--- src/rtl/decode_pkg.sv ---
package decode_pkg;

    localparam int NB_DATA     = 32;
    localparam int NB_REG_ADDR = 5;
    localparam int N_REGISTER  = 32;
    localparam int NB_OP       = 6;
    localparam int NB_FUNCT    = 6;
    localparam int NB_SHAMT    = 5;
    localparam int NB_IMM      = 16;
    localparam int NB_INDEX    = 26;

    localparam logic [NB_REG_ADDR-1:0] LINK_REG = 5'd31;  // jal target register

    typedef enum logic [NB_OP-1:0] {
        OP_RTYPE = 6'b000000,
        OP_ADDI  = 6'b001000,
        OP_LW    = 6'b100011,
        OP_LWU   = 6'b010011,
        OP_LB    = 6'b100000,
        OP_SB    = 6'b101000,
        OP_SH    = 6'b101001,
        OP_SW    = 6'b101011,
        OP_BEQ   = 6'b000100,
        OP_BNE   = 6'b000101,
        OP_J     = 6'b110001,
        OP_JAL   = 6'b000011,
        OP_NOP   = 6'b111110,
        OP_HALT  = 6'b111111
    } opcode_e;

    // only the functs that change decode, the rest are plain alu ops
    typedef enum logic [NB_FUNCT-1:0] {
        FN_SLL  = 6'b000000,
        FN_SRL  = 6'b000010,
        FN_SRA  = 6'b000011,
        FN_JR   = 6'b001000,
        FN_JALR = 6'b001001
    } funct_e;

    typedef enum logic [1:0] {PC_REG = 2'b00, PC_JUMP = 2'b01, PC_BRANCH = 2'b10} pc_src_e;
    typedef enum logic [1:0] {RD_RT = 2'b00, RD_RD = 2'b01, RD_LINK = 2'b10} reg_dest_e;
    typedef enum logic [1:0] {WB_MEM = 2'b00, WB_ALU = 2'b01, WB_PC = 2'b10} wb_src_e;

    typedef enum logic [2:0] {
        SZ_NONE = 3'b000,
        SZ_BYTE = 3'b001,
        SZ_HALF = 3'b010,
        SZ_WORD = 3'b100
    } mem_size_e;

    // all zero is the bubble
    typedef struct packed {
        logic      type_i;
        logic      shamt;
        logic      beq;
        logic      bne;
        logic      jump;
        logic      halt;
        pc_src_e   pc_src;
        reg_dest_e reg_dest;
        logic      mem_sign;
        logic      mem_read;
        logic      mem_write;
        mem_size_e mem_size;
        logic      reg_write;
        wb_src_e   wb_src;
    } ctrl_t;

endpackage

--- src/rtl/ctrl_if.sv ---
`timescale 1ns/1ns

interface ctrl_if;
    import decode_pkg::*;

    ctrl_t   ctrl;    // decoded bundle
    opcode_e opcode;  // raw opcode, passed on to ex
    logic    valid;   // low while the stage is flushed

    // sampled as a level at each edge, no handshake
    modport src (
        output ctrl,
        output opcode,
        output valid
    );

    modport dst (
        input ctrl,
        input opcode,
        input valid
    );

endinterface

--- src/rtl/branch_resolver.sv ---
`timescale 1ns/1ns

module branch_resolver (
    input  logic [decode_pkg::NB_DATA-1:0] instr_i,
    input  logic [decode_pkg::NB_DATA-1:0] pc_plus4_i,
    input  logic [decode_pkg::NB_DATA-1:0] rs_data_i,
    input  logic [decode_pkg::NB_DATA-1:0] rt_data_i,
    input  logic                           beq_i,
    input  logic                           bne_i,
    input  logic                           jump_i,
    input  decode_pkg::pc_src_e            pc_src_i,
    input  logic                           valid_i,
    output logic                           redirect_o,
    output logic [decode_pkg::NB_DATA-1:0] redirect_pc_o
);
    import decode_pkg::*;

    logic [NB_IMM-1:0]   imm;
    logic [NB_INDEX-1:0] index;
    logic [NB_DATA-1:0]  branch_off;
    logic                equal;
    logic                taken;

    assign imm   = instr_i[NB_IMM-1:0];
    assign index = instr_i[NB_INDEX-1:0];

    // word offset, sign extended and scaled to bytes
    assign branch_off = {{(NB_DATA-NB_IMM-2){imm[NB_IMM-1]}}, imm, 2'b00};

    assign equal = (rs_data_i == rt_data_i);
    assign taken = (beq_i && equal) || (bne_i && !equal);

    always_comb begin
        case (pc_src_i)
            PC_BRANCH: begin
                redirect_pc_o = pc_plus4_i + branch_off;
            end
            PC_JUMP: begin
                // region bits come from the delay slot pc
                redirect_pc_o = {pc_plus4_i[NB_DATA-1 -: 4], index, 2'b00};
            end
            PC_REG: begin
                redirect_pc_o = rs_data_i;  // jr, jalr
            end
            default: begin
                redirect_pc_o = pc_plus4_i;
            end
        endcase
    end

    assign redirect_o = valid_i && (taken || jump_i);

endmodule

--- src/rtl/control_unit.sv ---
`timescale 1ns/1ns

module control_unit (
    input  logic [decode_pkg::NB_DATA-1:0] instr_i,
    input  logic                           flush_i,
    ctrl_if.src                            ctrl
);
    import decode_pkg::*;

    opcode_e opcode;
    funct_e  funct;
    ctrl_t   dec;

    assign opcode = opcode_e'(instr_i[NB_DATA-1 -: NB_OP]);
    assign funct  = funct_e'(instr_i[NB_FUNCT-1:0]);

    always_comb begin
        dec = '0;  // nop and unknown opcodes stay here
        case (opcode)
            OP_RTYPE: begin
                case (funct)
                    FN_JR: begin
                        dec.jump   = 1'b1;
                        dec.pc_src = PC_REG;  // no write back
                    end
                    FN_JALR: begin
                        dec.jump      = 1'b1;
                        dec.pc_src    = PC_REG;
                        dec.reg_dest  = RD_RD;
                        dec.reg_write = 1'b1;
                        dec.wb_src    = WB_PC;  // return address
                    end
                    default: begin
                        dec.reg_dest  = RD_RD;
                        dec.reg_write = 1'b1;
                        dec.wb_src    = WB_ALU;
                        dec.shamt     = funct inside {FN_SLL, FN_SRL, FN_SRA};
                    end
                endcase
            end
            OP_ADDI: begin
                dec.type_i    = 1'b1;
                dec.reg_write = 1'b1;
                dec.wb_src    = WB_ALU;
            end
            OP_LW, OP_LWU, OP_LB: begin
                dec.type_i    = 1'b1;
                dec.mem_read  = 1'b1;
                dec.reg_write = 1'b1;
                dec.wb_src    = WB_MEM;
                dec.mem_sign  = (opcode != OP_LWU);  // lwu zero extends
                dec.mem_size  = (opcode == OP_LB) ? SZ_BYTE : SZ_WORD;
            end
            OP_SB: begin
                dec.type_i    = 1'b1;
                dec.mem_write = 1'b1;
                dec.mem_size  = SZ_BYTE;
            end
            OP_SH: begin
                dec.type_i    = 1'b1;
                dec.mem_write = 1'b1;
                dec.mem_size  = SZ_HALF;
            end
            OP_SW: begin
                dec.type_i    = 1'b1;
                dec.mem_write = 1'b1;
                dec.mem_size  = SZ_WORD;
            end
            OP_BEQ: begin
                dec.type_i = 1'b1;
                dec.beq    = 1'b1;
                dec.pc_src = PC_BRANCH;
            end
            OP_BNE: begin
                dec.type_i = 1'b1;
                dec.bne    = 1'b1;
                dec.pc_src = PC_BRANCH;
            end
            OP_J: begin
                dec.jump   = 1'b1;
                dec.pc_src = PC_JUMP;
            end
            OP_JAL: begin
                dec.jump      = 1'b1;
                dec.pc_src    = PC_JUMP;
                dec.reg_dest  = RD_LINK;
                dec.reg_write = 1'b1;
                dec.wb_src    = WB_PC;
            end
            OP_HALT: begin
                dec.halt = 1'b1;
            end
            default: begin
                dec = '0;
            end
        endcase
    end

    assign ctrl.ctrl   = dec;
    assign ctrl.opcode = opcode;
    assign ctrl.valid  = ~flush_i;

endmodule

--- src/rtl/decode_stage.sv ---
`timescale 1ns/1ns

module decode_stage (
    input  logic                               clk_i,
    input  logic                               rst_i,
    input  logic [decode_pkg::NB_DATA-1:0]     instr_i,
    input  logic [decode_pkg::NB_DATA-1:0]     pc_plus4_i,
    input  logic                               stall_i,
    input  logic                               flush_i,
    input  logic                               wb_we_i,
    input  logic [decode_pkg::NB_REG_ADDR-1:0] wb_addr_i,
    input  logic [decode_pkg::NB_DATA-1:0]     wb_data_i,
    output decode_pkg::ctrl_t                  ex_ctrl_o,
    output decode_pkg::opcode_e                ex_opcode_o,
    output logic [decode_pkg::NB_DATA-1:0]     ex_rs_data_o,
    output logic [decode_pkg::NB_DATA-1:0]     ex_rt_data_o,
    output logic [decode_pkg::NB_DATA-1:0]     ex_imm_o,
    output logic [decode_pkg::NB_SHAMT-1:0]    ex_shamt_o,
    output logic [decode_pkg::NB_REG_ADDR-1:0] ex_rt_o,
    output logic [decode_pkg::NB_REG_ADDR-1:0] ex_rd_o,
    output logic [decode_pkg::NB_REG_ADDR-1:0] ex_dest_o,
    output logic [decode_pkg::NB_DATA-1:0]     ex_pc_plus4_o,
    output logic                               redirect_o,
    output logic [decode_pkg::NB_DATA-1:0]     redirect_pc_o
);
    import decode_pkg::*;

    logic [NB_DATA-1:0] rs_data;
    logic [NB_DATA-1:0] rt_data;

    ctrl_if ctrl_bus ();

    control_unit i_control_unit (
        .instr_i (instr_i),
        .flush_i (flush_i),
        .ctrl    (ctrl_bus.src)
    );

    // rs and rt fields index the two read ports
    register_file i_register_file (
        .clk_i     (clk_i),
        .rst_i     (rst_i),
        .rs_addr_i (instr_i[25:21]),
        .rt_addr_i (instr_i[20:16]),
        .we_i      (wb_we_i),
        .waddr_i   (wb_addr_i),
        .wdata_i   (wb_data_i),
        .rs_data_o (rs_data),
        .rt_data_o (rt_data)
    );

    branch_resolver i_branch_resolver (
        .instr_i       (instr_i),
        .pc_plus4_i    (pc_plus4_i),
        .rs_data_i     (rs_data),
        .rt_data_i     (rt_data),
        .beq_i         (ctrl_bus.ctrl.beq),
        .bne_i         (ctrl_bus.ctrl.bne),
        .jump_i        (ctrl_bus.ctrl.jump),
        .pc_src_i      (ctrl_bus.ctrl.pc_src),
        .valid_i       (ctrl_bus.valid),  // no redirect from a flushed slot
        .redirect_o    (redirect_o),
        .redirect_pc_o (redirect_pc_o)
    );

    id_ex_latch i_id_ex_latch (
        .clk_i         (clk_i),
        .rst_i         (rst_i),
        .stall_i       (stall_i),
        .flush_i       (flush_i),
        .ctrl          (ctrl_bus.dst),
        .instr_i       (instr_i),
        .pc_plus4_i    (pc_plus4_i),
        .rs_data_i     (rs_data),
        .rt_data_i     (rt_data),
        .ex_ctrl_o     (ex_ctrl_o),
        .ex_opcode_o   (ex_opcode_o),
        .ex_rs_data_o  (ex_rs_data_o),
        .ex_rt_data_o  (ex_rt_data_o),
        .ex_imm_o      (ex_imm_o),
        .ex_shamt_o    (ex_shamt_o),
        .ex_rt_o       (ex_rt_o),
        .ex_rd_o       (ex_rd_o),
        .ex_dest_o     (ex_dest_o),
        .ex_pc_plus4_o (ex_pc_plus4_o)
    );

endmodule

--- src/rtl/id_ex_latch.sv ---
`timescale 1ns/1ns

module id_ex_latch (
    input  logic                               clk_i,
    input  logic                               rst_i,
    input  logic                               stall_i,
    input  logic                               flush_i,
    ctrl_if.dst                                ctrl,
    input  logic [decode_pkg::NB_DATA-1:0]     instr_i,
    input  logic [decode_pkg::NB_DATA-1:0]     pc_plus4_i,
    input  logic [decode_pkg::NB_DATA-1:0]     rs_data_i,
    input  logic [decode_pkg::NB_DATA-1:0]     rt_data_i,
    output decode_pkg::ctrl_t                  ex_ctrl_o,
    output decode_pkg::opcode_e                ex_opcode_o,
    output logic [decode_pkg::NB_DATA-1:0]     ex_rs_data_o,
    output logic [decode_pkg::NB_DATA-1:0]     ex_rt_data_o,
    output logic [decode_pkg::NB_DATA-1:0]     ex_imm_o,
    output logic [decode_pkg::NB_SHAMT-1:0]    ex_shamt_o,
    output logic [decode_pkg::NB_REG_ADDR-1:0] ex_rt_o,
    output logic [decode_pkg::NB_REG_ADDR-1:0] ex_rd_o,
    output logic [decode_pkg::NB_REG_ADDR-1:0] ex_dest_o,
    output logic [decode_pkg::NB_DATA-1:0]     ex_pc_plus4_o
);
    import decode_pkg::*;

    logic [NB_REG_ADDR-1:0] rt;
    logic [NB_REG_ADDR-1:0] rd;
    logic [NB_REG_ADDR-1:0] dest;
    logic [NB_DATA-1:0]     imm_ext;

    assign rt      = instr_i[20:16];
    assign rd      = instr_i[15:11];
    assign imm_ext = {{(NB_DATA-NB_IMM){instr_i[NB_IMM-1]}}, instr_i[NB_IMM-1:0]};

    always_comb begin
        case (ctrl.ctrl.reg_dest)
            RD_RD:   dest = rd;
            RD_LINK: dest = LINK_REG;
            default: dest = rt;
        endcase
    end

    always_ff @(posedge clk_i) begin
        if (rst_i || flush_i) begin  // flush wins over stall
            ex_ctrl_o     <= '0;
            ex_opcode_o   <= OP_RTYPE;
            ex_rs_data_o  <= '0;
            ex_rt_data_o  <= '0;
            ex_imm_o      <= '0;
            ex_shamt_o    <= '0;
            ex_rt_o       <= '0;
            ex_rd_o       <= '0;
            ex_dest_o     <= '0;
            ex_pc_plus4_o <= '0;
        end else if (!stall_i) begin
            ex_ctrl_o     <= ctrl.ctrl;
            ex_opcode_o   <= ctrl.opcode;
            ex_rs_data_o  <= rs_data_i;
            ex_rt_data_o  <= rt_data_i;
            ex_imm_o      <= imm_ext;
            ex_shamt_o    <= instr_i[10:6];
            ex_rt_o       <= rt;
            ex_rd_o       <= rd;
            ex_dest_o     <= dest;
            ex_pc_plus4_o <= pc_plus4_i;
        end
    end

    // a slot marked invalid by decode must reach ex as a bubble
    a_flush_bubble: assert property (
        @(posedge clk_i) !ctrl.valid |=> (ex_ctrl_o == '0)
    );

    // a memory op is either a load or a store, never both
    a_mem_excl: assert property (
        @(posedge clk_i) disable iff (rst_i) !(ex_ctrl_o.mem_read && ex_ctrl_o.mem_write)
    );

    a_halt_no_write: assert property (
        @(posedge clk_i) disable iff (rst_i) ex_ctrl_o.halt |-> !ex_ctrl_o.reg_write
    );

endmodule

--- src/rtl/register_file.sv ---
`timescale 1ns/1ns

module register_file (
    input  logic                               clk_i,
    input  logic                               rst_i,
    input  logic [decode_pkg::NB_REG_ADDR-1:0] rs_addr_i,
    input  logic [decode_pkg::NB_REG_ADDR-1:0] rt_addr_i,
    input  logic                               we_i,
    input  logic [decode_pkg::NB_REG_ADDR-1:0] waddr_i,
    input  logic [decode_pkg::NB_DATA-1:0]     wdata_i,
    output logic [decode_pkg::NB_DATA-1:0]     rs_data_o,
    output logic [decode_pkg::NB_DATA-1:0]     rt_data_o
);
    import decode_pkg::*;

    logic [NB_DATA-1:0] regs [N_REGISTER];

    // one read port, write data bypassed on an address match
    function automatic logic [NB_DATA-1:0] read_port(input logic [NB_REG_ADDR-1:0] addr);
        logic [NB_DATA-1:0] data;
        if (addr == '0) begin
            data = '0;
        end else if (we_i && (addr == waddr_i)) begin
            data = wdata_i;
        end else begin
            data = regs[addr];
        end
        return data;
    endfunction

    always_ff @(posedge clk_i) begin
        if (rst_i) begin
            for (int i = 0; i < N_REGISTER; i++) begin
                regs[i] <= '0;
            end
        end else if (we_i && (waddr_i != '0)) begin  // r0 never written
            regs[waddr_i] <= wdata_i;
        end
    end

    always_comb begin
        rs_data_o = read_port(rs_addr_i);
        rt_data_o = read_port(rt_addr_i);
    end

    // write back stage must present a known address with its enable
    a_waddr_known: assert property (
        @(posedge clk_i) disable iff (rst_i) we_i |-> !$isunknown(waddr_i)
    );

endmodule

--- config.mk ---
export PLATFORM = sky130hd
export DESIGN_NAME = decode_stage
export DESIGN_NICKNAME = d
export VERILOG_FILES = /design/src/rtl/decode_pkg.sv /design/src/rtl/ctrl_if.sv /design/src/rtl/branch_resolver.sv /design/src/rtl/control_unit.sv /design/src/rtl/decode_stage.sv /design/src/rtl/id_ex_latch.sv /design/src/rtl/register_file.sv
export SDC_FILE = /design/constraint.sdc
export NUM_CORES = 2
export LEC_CHECK = 0
export BUFFER_PORTS_ARGS = -buffer_cell sky130_fd_sc_hd__buf_2
export CAP_MARGIN = 20
export CORE_MARGIN = 2
export CORE_UTILIZATION = 47
export DETAILED_ROUTE_END_ITERATION = 10
export MAX_ROUTING_LAYER = met4
export PLACE_DENSITY = 0.72
export SYNTH_ARGS = -nofsm -noshare
export SYNTH_HDL_FRONTEND = slang
export SYNTH_SLANG_ARGS = --single-unit
--- constraint.sdc ---
create_clock -name clk_i -period 6.1 [get_ports clk_i]
set_clock_uncertainty 0.05 [all_clocks]
set_input_delay 0.61 -clock clk_i [delete_from_list [all_inputs] [get_ports clk_i]]
set_output_delay 0.61 -clock clk_i [all_outputs]
set_load 0.05 [all_outputs]
# [After elaboration in Yosys (flattened, before gate mapping)]
# Memories as Yosys holds them, arrays and structs flattened.
# Cells that the tools add are included.
[op_classes] addsub=1 n_eq_ne=24 mux=31 bitwise_logic=1 n_reduce_logical=24
[ops] op="$mux 32" count=5
[ops] op="$pmux 32 s3" count=1
[ops] op="$eq 6x6->1 const B" count=7
[ops] op="$add 32x32->32" count=1
[ops] op="$eq 32x32->1" count=1
[ops] op="$reduce_or 32->1" count=1
[ops] op="$pmux 3 s4" count=2
[ops] op="$eq 6x2->1 const B" count=3
[ops] op="$eq 6x4->1 const B" count=3
[ops] op="$mux 1" count=15
[ops] op="$eq 6x3->1 const B" count=2
[ops] op="$logic_not 6->1" count=2
[ops] op="$eq 5x5->1" count=2
[ops] op="$logic_not 5->1" count=2
[ops] op="$pmux 5 s2" count=1
[ops] op="$reduce_or 9->1" count=1
[ops] op="$pmux 2 s2" count=2
[ops] op="$eq 6x5->1 const B" count=1
[ops] op="$logic_and 1x1->1" count=6
[ops] op="$ne 6x5->1 const B" count=1
[ops] op="$pmux 3 s2" count=1
[ops] op="$reduce_or 2->1" count=3
[ops] op="$reduce_or 3->1" count=2
[ops] op="$mux 5" count=1
[ops] op="other kinds (11)" count=15
[word_totals] regBits=157 ram_bits=1024 inputBits=106 out_inout_bits=206 n_memories=1
[memory_table] name="i_register_file.regs" words=32 width=32 rd=2 rd_clocked_by_memory_dff=0 write_ports=32 line_no="register_file.sv:16" source="logic [NB_DATA-1:0] regs [N_REGISTER];"

# [Logic depth before layout (Yosys ltp)]
[depth] depth_word=10 ltp_mapped=19

# [Cells and area by module]
# A second synthesis with hierarchy kept.
[hier_totals] cells_unflattened=4618 area_unflattened_um2=63450.9
[modules_own_cells] module="register_file" instances=1 cells_per_inst=3740 area_per_inst_um2=54722.5 seq_area_each_um2=30749.5
[modules_own_cells] module="id_ex_latch" instances=1 cells_per_inst=516 area_per_inst_um2=5675.4 seq_area_each_um2=2942.8
[modules_own_cells] module="branch_resolver" instances=1 cells_per_inst=291 area_per_inst_um2=2615.0 seq_area_each_um2=0.0
[modules_own_cells] module="control_unit" instances=1 cells_per_inst=71 area_per_inst_um2=437.9 seq_area_each_um2=0.0

# [Worst setup path after synthesis]
# Ideal clock, no wire load.
[synth_timing] path_kind="in2out" startpoint="input instr_i[16] (netlist name)" endpoint="output redirect_o" arrival_time_ps=4358 path_slack_ps=1082 path_stages=16 n_path_buf=6 cell_sequence="buf_4 > buf_6 > buf_4 > buf_4 > buf_4 > buf_2 > mux4_2 > a22oi_1 > a21oi_1 > a211oi_1 > xor2_1 > nand4_1 > nor4_1 > nand4_1 > mux2_4 > a21oi_2"
[synth_between] elab_chain_cells=10
[synth_lines] item="start: declaration" line_no="decode_stage.sv:6" source="input logic [decode_pkg::NB_DATA-1:0] instr_i,"
[synth_lines] item="parallel branches: the longest is 3 deep, another holds $mem_v2 32x32"
[synth_lines] item="$mux 32 (*)" line_no="register_file.sv:21" source="if (addr == '0) begin"
[synth_lines] item="$eq 32x32->1 (*)" line_no="branch_resolver.sv:30" source="assign equal = (rs_data_i == rt_data_i);"
[synth_lines] item="$logic_not 1->1" line_no="branch_resolver.sv:31" source="assign taken = (beq_i && equal) || (bne_i && !equal);"
[synth_lines] item="$logic_and 1x1->1" line_no="branch_resolver.sv:31"
[synth_lines] item="$logic_or 1x1->1 (*)" line_no="branch_resolver.sv:31"
[synth_lines] item="$logic_or 1x1->1 (*)" line_no="branch_resolver.sv:51" source="assign redirect_o = valid_i && (taken || jump_i);"
[synth_lines] item="$logic_and 1x1->1 (*)" line_no="branch_resolver.sv:51"
[synth_lines] item="end: declaration" line_no="decode_stage.sv:23" source="output logic redirect_o,"
# Every way passes the cells marked *.

# [Worst setup path in the final report]
[layout_timing] startpoint="input instr_i[23] (netlist name)" endpoint="output redirect_o"
# The elaborated chain is that of the path after synthesis.

==> summary.md <==
| Metric | Value |
|---|---|
| Worst Reg-to-Reg Cells | 8 |
| First-pass GRT wire length | 337,900 um |
| Core Area | 133,600 um2 |
| Slew margin rel. | 0.1771 |
| Sequential element share of the synthesized area | 0.5313 |
| DIE HEIGHT | 371.3 um |
| Max-Cap Viols | 0 |
| Crit share post-route | 1.000 |
| Leakage power | 0.02626 uW |
| Async set-reset flop share out of synthesis | 0 |
| Die area | 137,900 um2 |
| WP depth | 16 |
| P per Cell Area | 278.2 nW/um2 |
| Failing checks | negative setup slack |
| Slew Limit Fails | 0 |
| IO Pins | 312 |
| Share of cells above drive strength 1 | 0.2621 |
| Fill cells | 10,790 |
| Post-synth EDFFs | 1,024 |
| DR WL met3 | 39,620 um |
| Worst path max stage delay | 680 ps |
| Met2 wire length | 106,900 um |
| Post-synthesis instance total | 4,696 |
| Clock Latency Late Sink | 770 ps |
| Die X | 371.3 um |
| Hold Crit Class | input pin to flop |
| Maximum number of pins on one net before global-route repair | 87 |
| Fin crit period | 6102 ps |
| Worst EP required | 5440 ps |
| CTS tree | yes |
| Commonest non-fill, non-tap cell in the layout | edfxtp_1 |
| Critical path class | input pin to primary output |
| Final setup violation count | 1 |
| Maximum clock rate | 163.9 MHz |
| DP Area | 67,660 um2 |
| Area Growth Syn to Fin | 12.92% |
| Arr. time, crit path | 5440 ps |
| Final wirelength | 244,300 um |
| Non-Filler Cell Area, Final | 71,610 um2 |
| Total grt overflow | 0 |
| Power Total | 19,920 uW |
| DRC viols | 0 |
| Cts bufs inserted | 116 |
| CP max-delay cell | nor2_1 |
| Row count | 134 |
| VDD IR-drop max | 0.0002791 V |
| First-pass DRT Iterations | 9 |
| Initial antenna violation count | 35 |
| Via count | 47,020 |
| CP cell instances | buf_4 -> and2_1 -> buf_4 -> a22oi_1 -> a21oi_1 -> nor3_1 -> nor2_1 -> xor2_1 -> nand4_1 -> nor4_2 -> buf_4 -> nand4_1 -> buf_4 -> mux2_4 -> a21oi_2 -> buf_2 |
| Final #Nets | 5,081 |
| CP max FO | 23 |
| CP dominant cell by count | buf_4 |
| Routability congestion estimate | 1.009 |
| Final Hold Viols | 0 |
| Startpoint Class | input pin |
| Initial Utilization | 0.4746 |
| Hold Path Cell Cnt | 3 |
| Final ANT Viol Nets | 0 |
| RSZ-0062 raised after global routing | false |
| Slew @ Worst Pin | 1234 ps |
| DRT met1 WL | 76,010 um |
| Ys flop type | edfxtp_1 |
| Post-route insts no fill | 6,851 |
| Commonest cells after routing, fill and taps aside | 1,024 x edfxtp_1, 1,004 x and2_1, 455 x mux4_2 |
| Yosys reg bits | 1,171 |
| Synth warn | 0 |
| DP Worst Slack | -100.6 ps |
| Post-synthesis cell type count | 82 |
| Dpl cells | 6,591 |
| CTS root buffer | clkbuf_16 |
| Vias in the first global route | 45,680 |
| Top sig layer | met4 |
| Synth Area per Inst | 13.51 um2 |
| Clk slew on worst S/H paths | 60 ps |
| CP bufs+invs | 5 |
| # port buffers | 311 |
| Crit end category | primary output |
| H-tree levels | 3 |
| Hold slack | 64.29 ps |
| Iteration-0 DRC Markers | 9,094 |
| Top delay family on crit path | simple AND/OR/NAND/NOR gates |
| Wire length per cell | 35.66 um |
| Routed vias/inst | 6.864 |
| Clk sinks | 1,171 |
| Tot GR Track Use | 0.3611 |
| Crit path setup slack, layout | -1.955 ps |
| Post-DP HPWL | 152,100 um |
| Synthesized cell area | 63,420 um2 |
| CTS Buffer Depth | 3 |
| Status | complete, but fails checks |
==> per-layer routing <==
| metal | vias up | track usage |
|---|---|---|
| met5 | - | - |
| met2 | 4549 | 0.5295 |
| met4 | 0 | 0.2660 |
| li1 | 18300 | - |
| met1 | 22900 | 0.4093 |
| met3 | 1277 | 0.1256 |
==> area by class of cell <==
| cell class | count | area [um2] | area share |
|---|---|---|---|
| Sequential cell | 1171 | 33690 | 0.4705 |
| Tap cell | 1768 | 2212 | 0.03089 |
| Timing Repair Buffer | 570 | 3934 | 0.05493 |
| Clock inverter | 57 | 486.7 | 0.006797 |
| Multi-Input combinational cell | 3056 | 27780 | 0.3879 |
| Clock buffer | 162 | 3307 | 0.04618 |
| Inverter | 28 | 105.1 | 0.001468 |
| Antenna cell | 39 | 97.59 | 0.001363 |
==> cell usage after synthesis (24+ instances only) <==
library cell	n	area (um2)
ha_1	31	387.9
nand2_1	158	593.1
nor2_1	256	960.9
buf_6	29	326.6
mux2i_1	219	2192
xnor2_1	32	280.3
a21oi_1	147	735.7
and2_1	1004	6281
nor3_1	60	300.3
o21ai_0	76	380.4
buf_2	32	160.2
xor2_1	24	210.2
a221oi_1	33	289.0
mux4_1	29	762.0
or2_2	42	262.8
clkbuf_1	330	1239
inv_1	24	90.09
dfxtp_1	147	2943
o22ai_1	36	225.2
nand3_1	28	140.1
mux4_2	455	10250
buf_4	54	405.4
a22oi_1	83	623.1
edfxtp_1	1024	30750
==> worst paths after layout <==
path                                                from                                           end  slack, ps
max reg2reg   i_register_file.regs[27][31]$_SDFFCE_PN0P_   i_id_ex_latch.ex_rs_data_o[31]$_SDFFE_PP0N_       3080
min                                       pc_plus4_i[18]  i_id_ex_latch.ex_pc_plus4_o[18]$_SDFFE_PP0N_         60
min reg2reg  i_id_ex_latch.ex_rs_data_o[21]$_SDFFE_PP0N_   i_id_ex_latch.ex_rs_data_o[21]$_SDFFE_PP0N_        410
max                                          instr_i[23]                                    redirect_o         -2
==> power breakdown <==
part           total, uW  internal, uW  switching, uW
Clock               7290          4070           3220
Combinational       3280          1170           2110
Sequential          9350          9130            219
Total              19900         14400           5550
==> flip-flops by register name (all words and copies together) (netlist names), 5 cells and up <==
name,cells
i_id_ex_latch.ex_imm_o,7
i_id_ex_latch.ex_rt_data_o,32
i_id_ex_latch.ex_opcode_o,6
i_id_ex_latch.ex_rd_o,5
i_id_ex_latch.ex_dest_o,5
i_id_ex_latch.ex_rs_data_o,32
i_id_ex_latch.ex_ctrl_o,19
i_id_ex_latch.ex_pc_plus4_o,32
i_register_file.regs,1024
i_id_ex_latch.ex_rt_o,5
==> metrics by stage <==
step	TNS [ps]	util
after floorplan	0	-
after global placement	-80.22	0.5064
after detailed placement	-100.6	0.5064
after CTS	0	0.5350
after global routing	0	0.5356
final	-1.955	0.5359
==> worst reg2reg max path, stage by stage, from the launching register on <==
cell	delay, ps
edfxtp_1	380
mux4_2	490
mux4_2	540
a21oi_1	290
nand2_1	90
o211ai_1	530
nor2_1	230
a21oi_1	200
nor2_1	50
==> timing repair <==
item                                   in CTS  in global routing
pin swaps                                   1                  0
endpoints found under the hold margin       0                  0
gates resized for setup                     2                  6
buffers inserted                            2                  0
hold buffers                                0                  0
setup endpoints to repair                   1                  1
==> cell families after synthesis <==
kind of cell | share of synthesized area
adders and majority gates | 0.006432
DFF | 0.5313
other | 0.00005913
buffers and inverters | 0.03774
AOI/OAI and AO/OA | 0.05903
xor gates and xnor gates | 0.007734
and+or+nand+nor | 0.1465
muxes | 0.2113
Power figures use the tool's default switching activity.
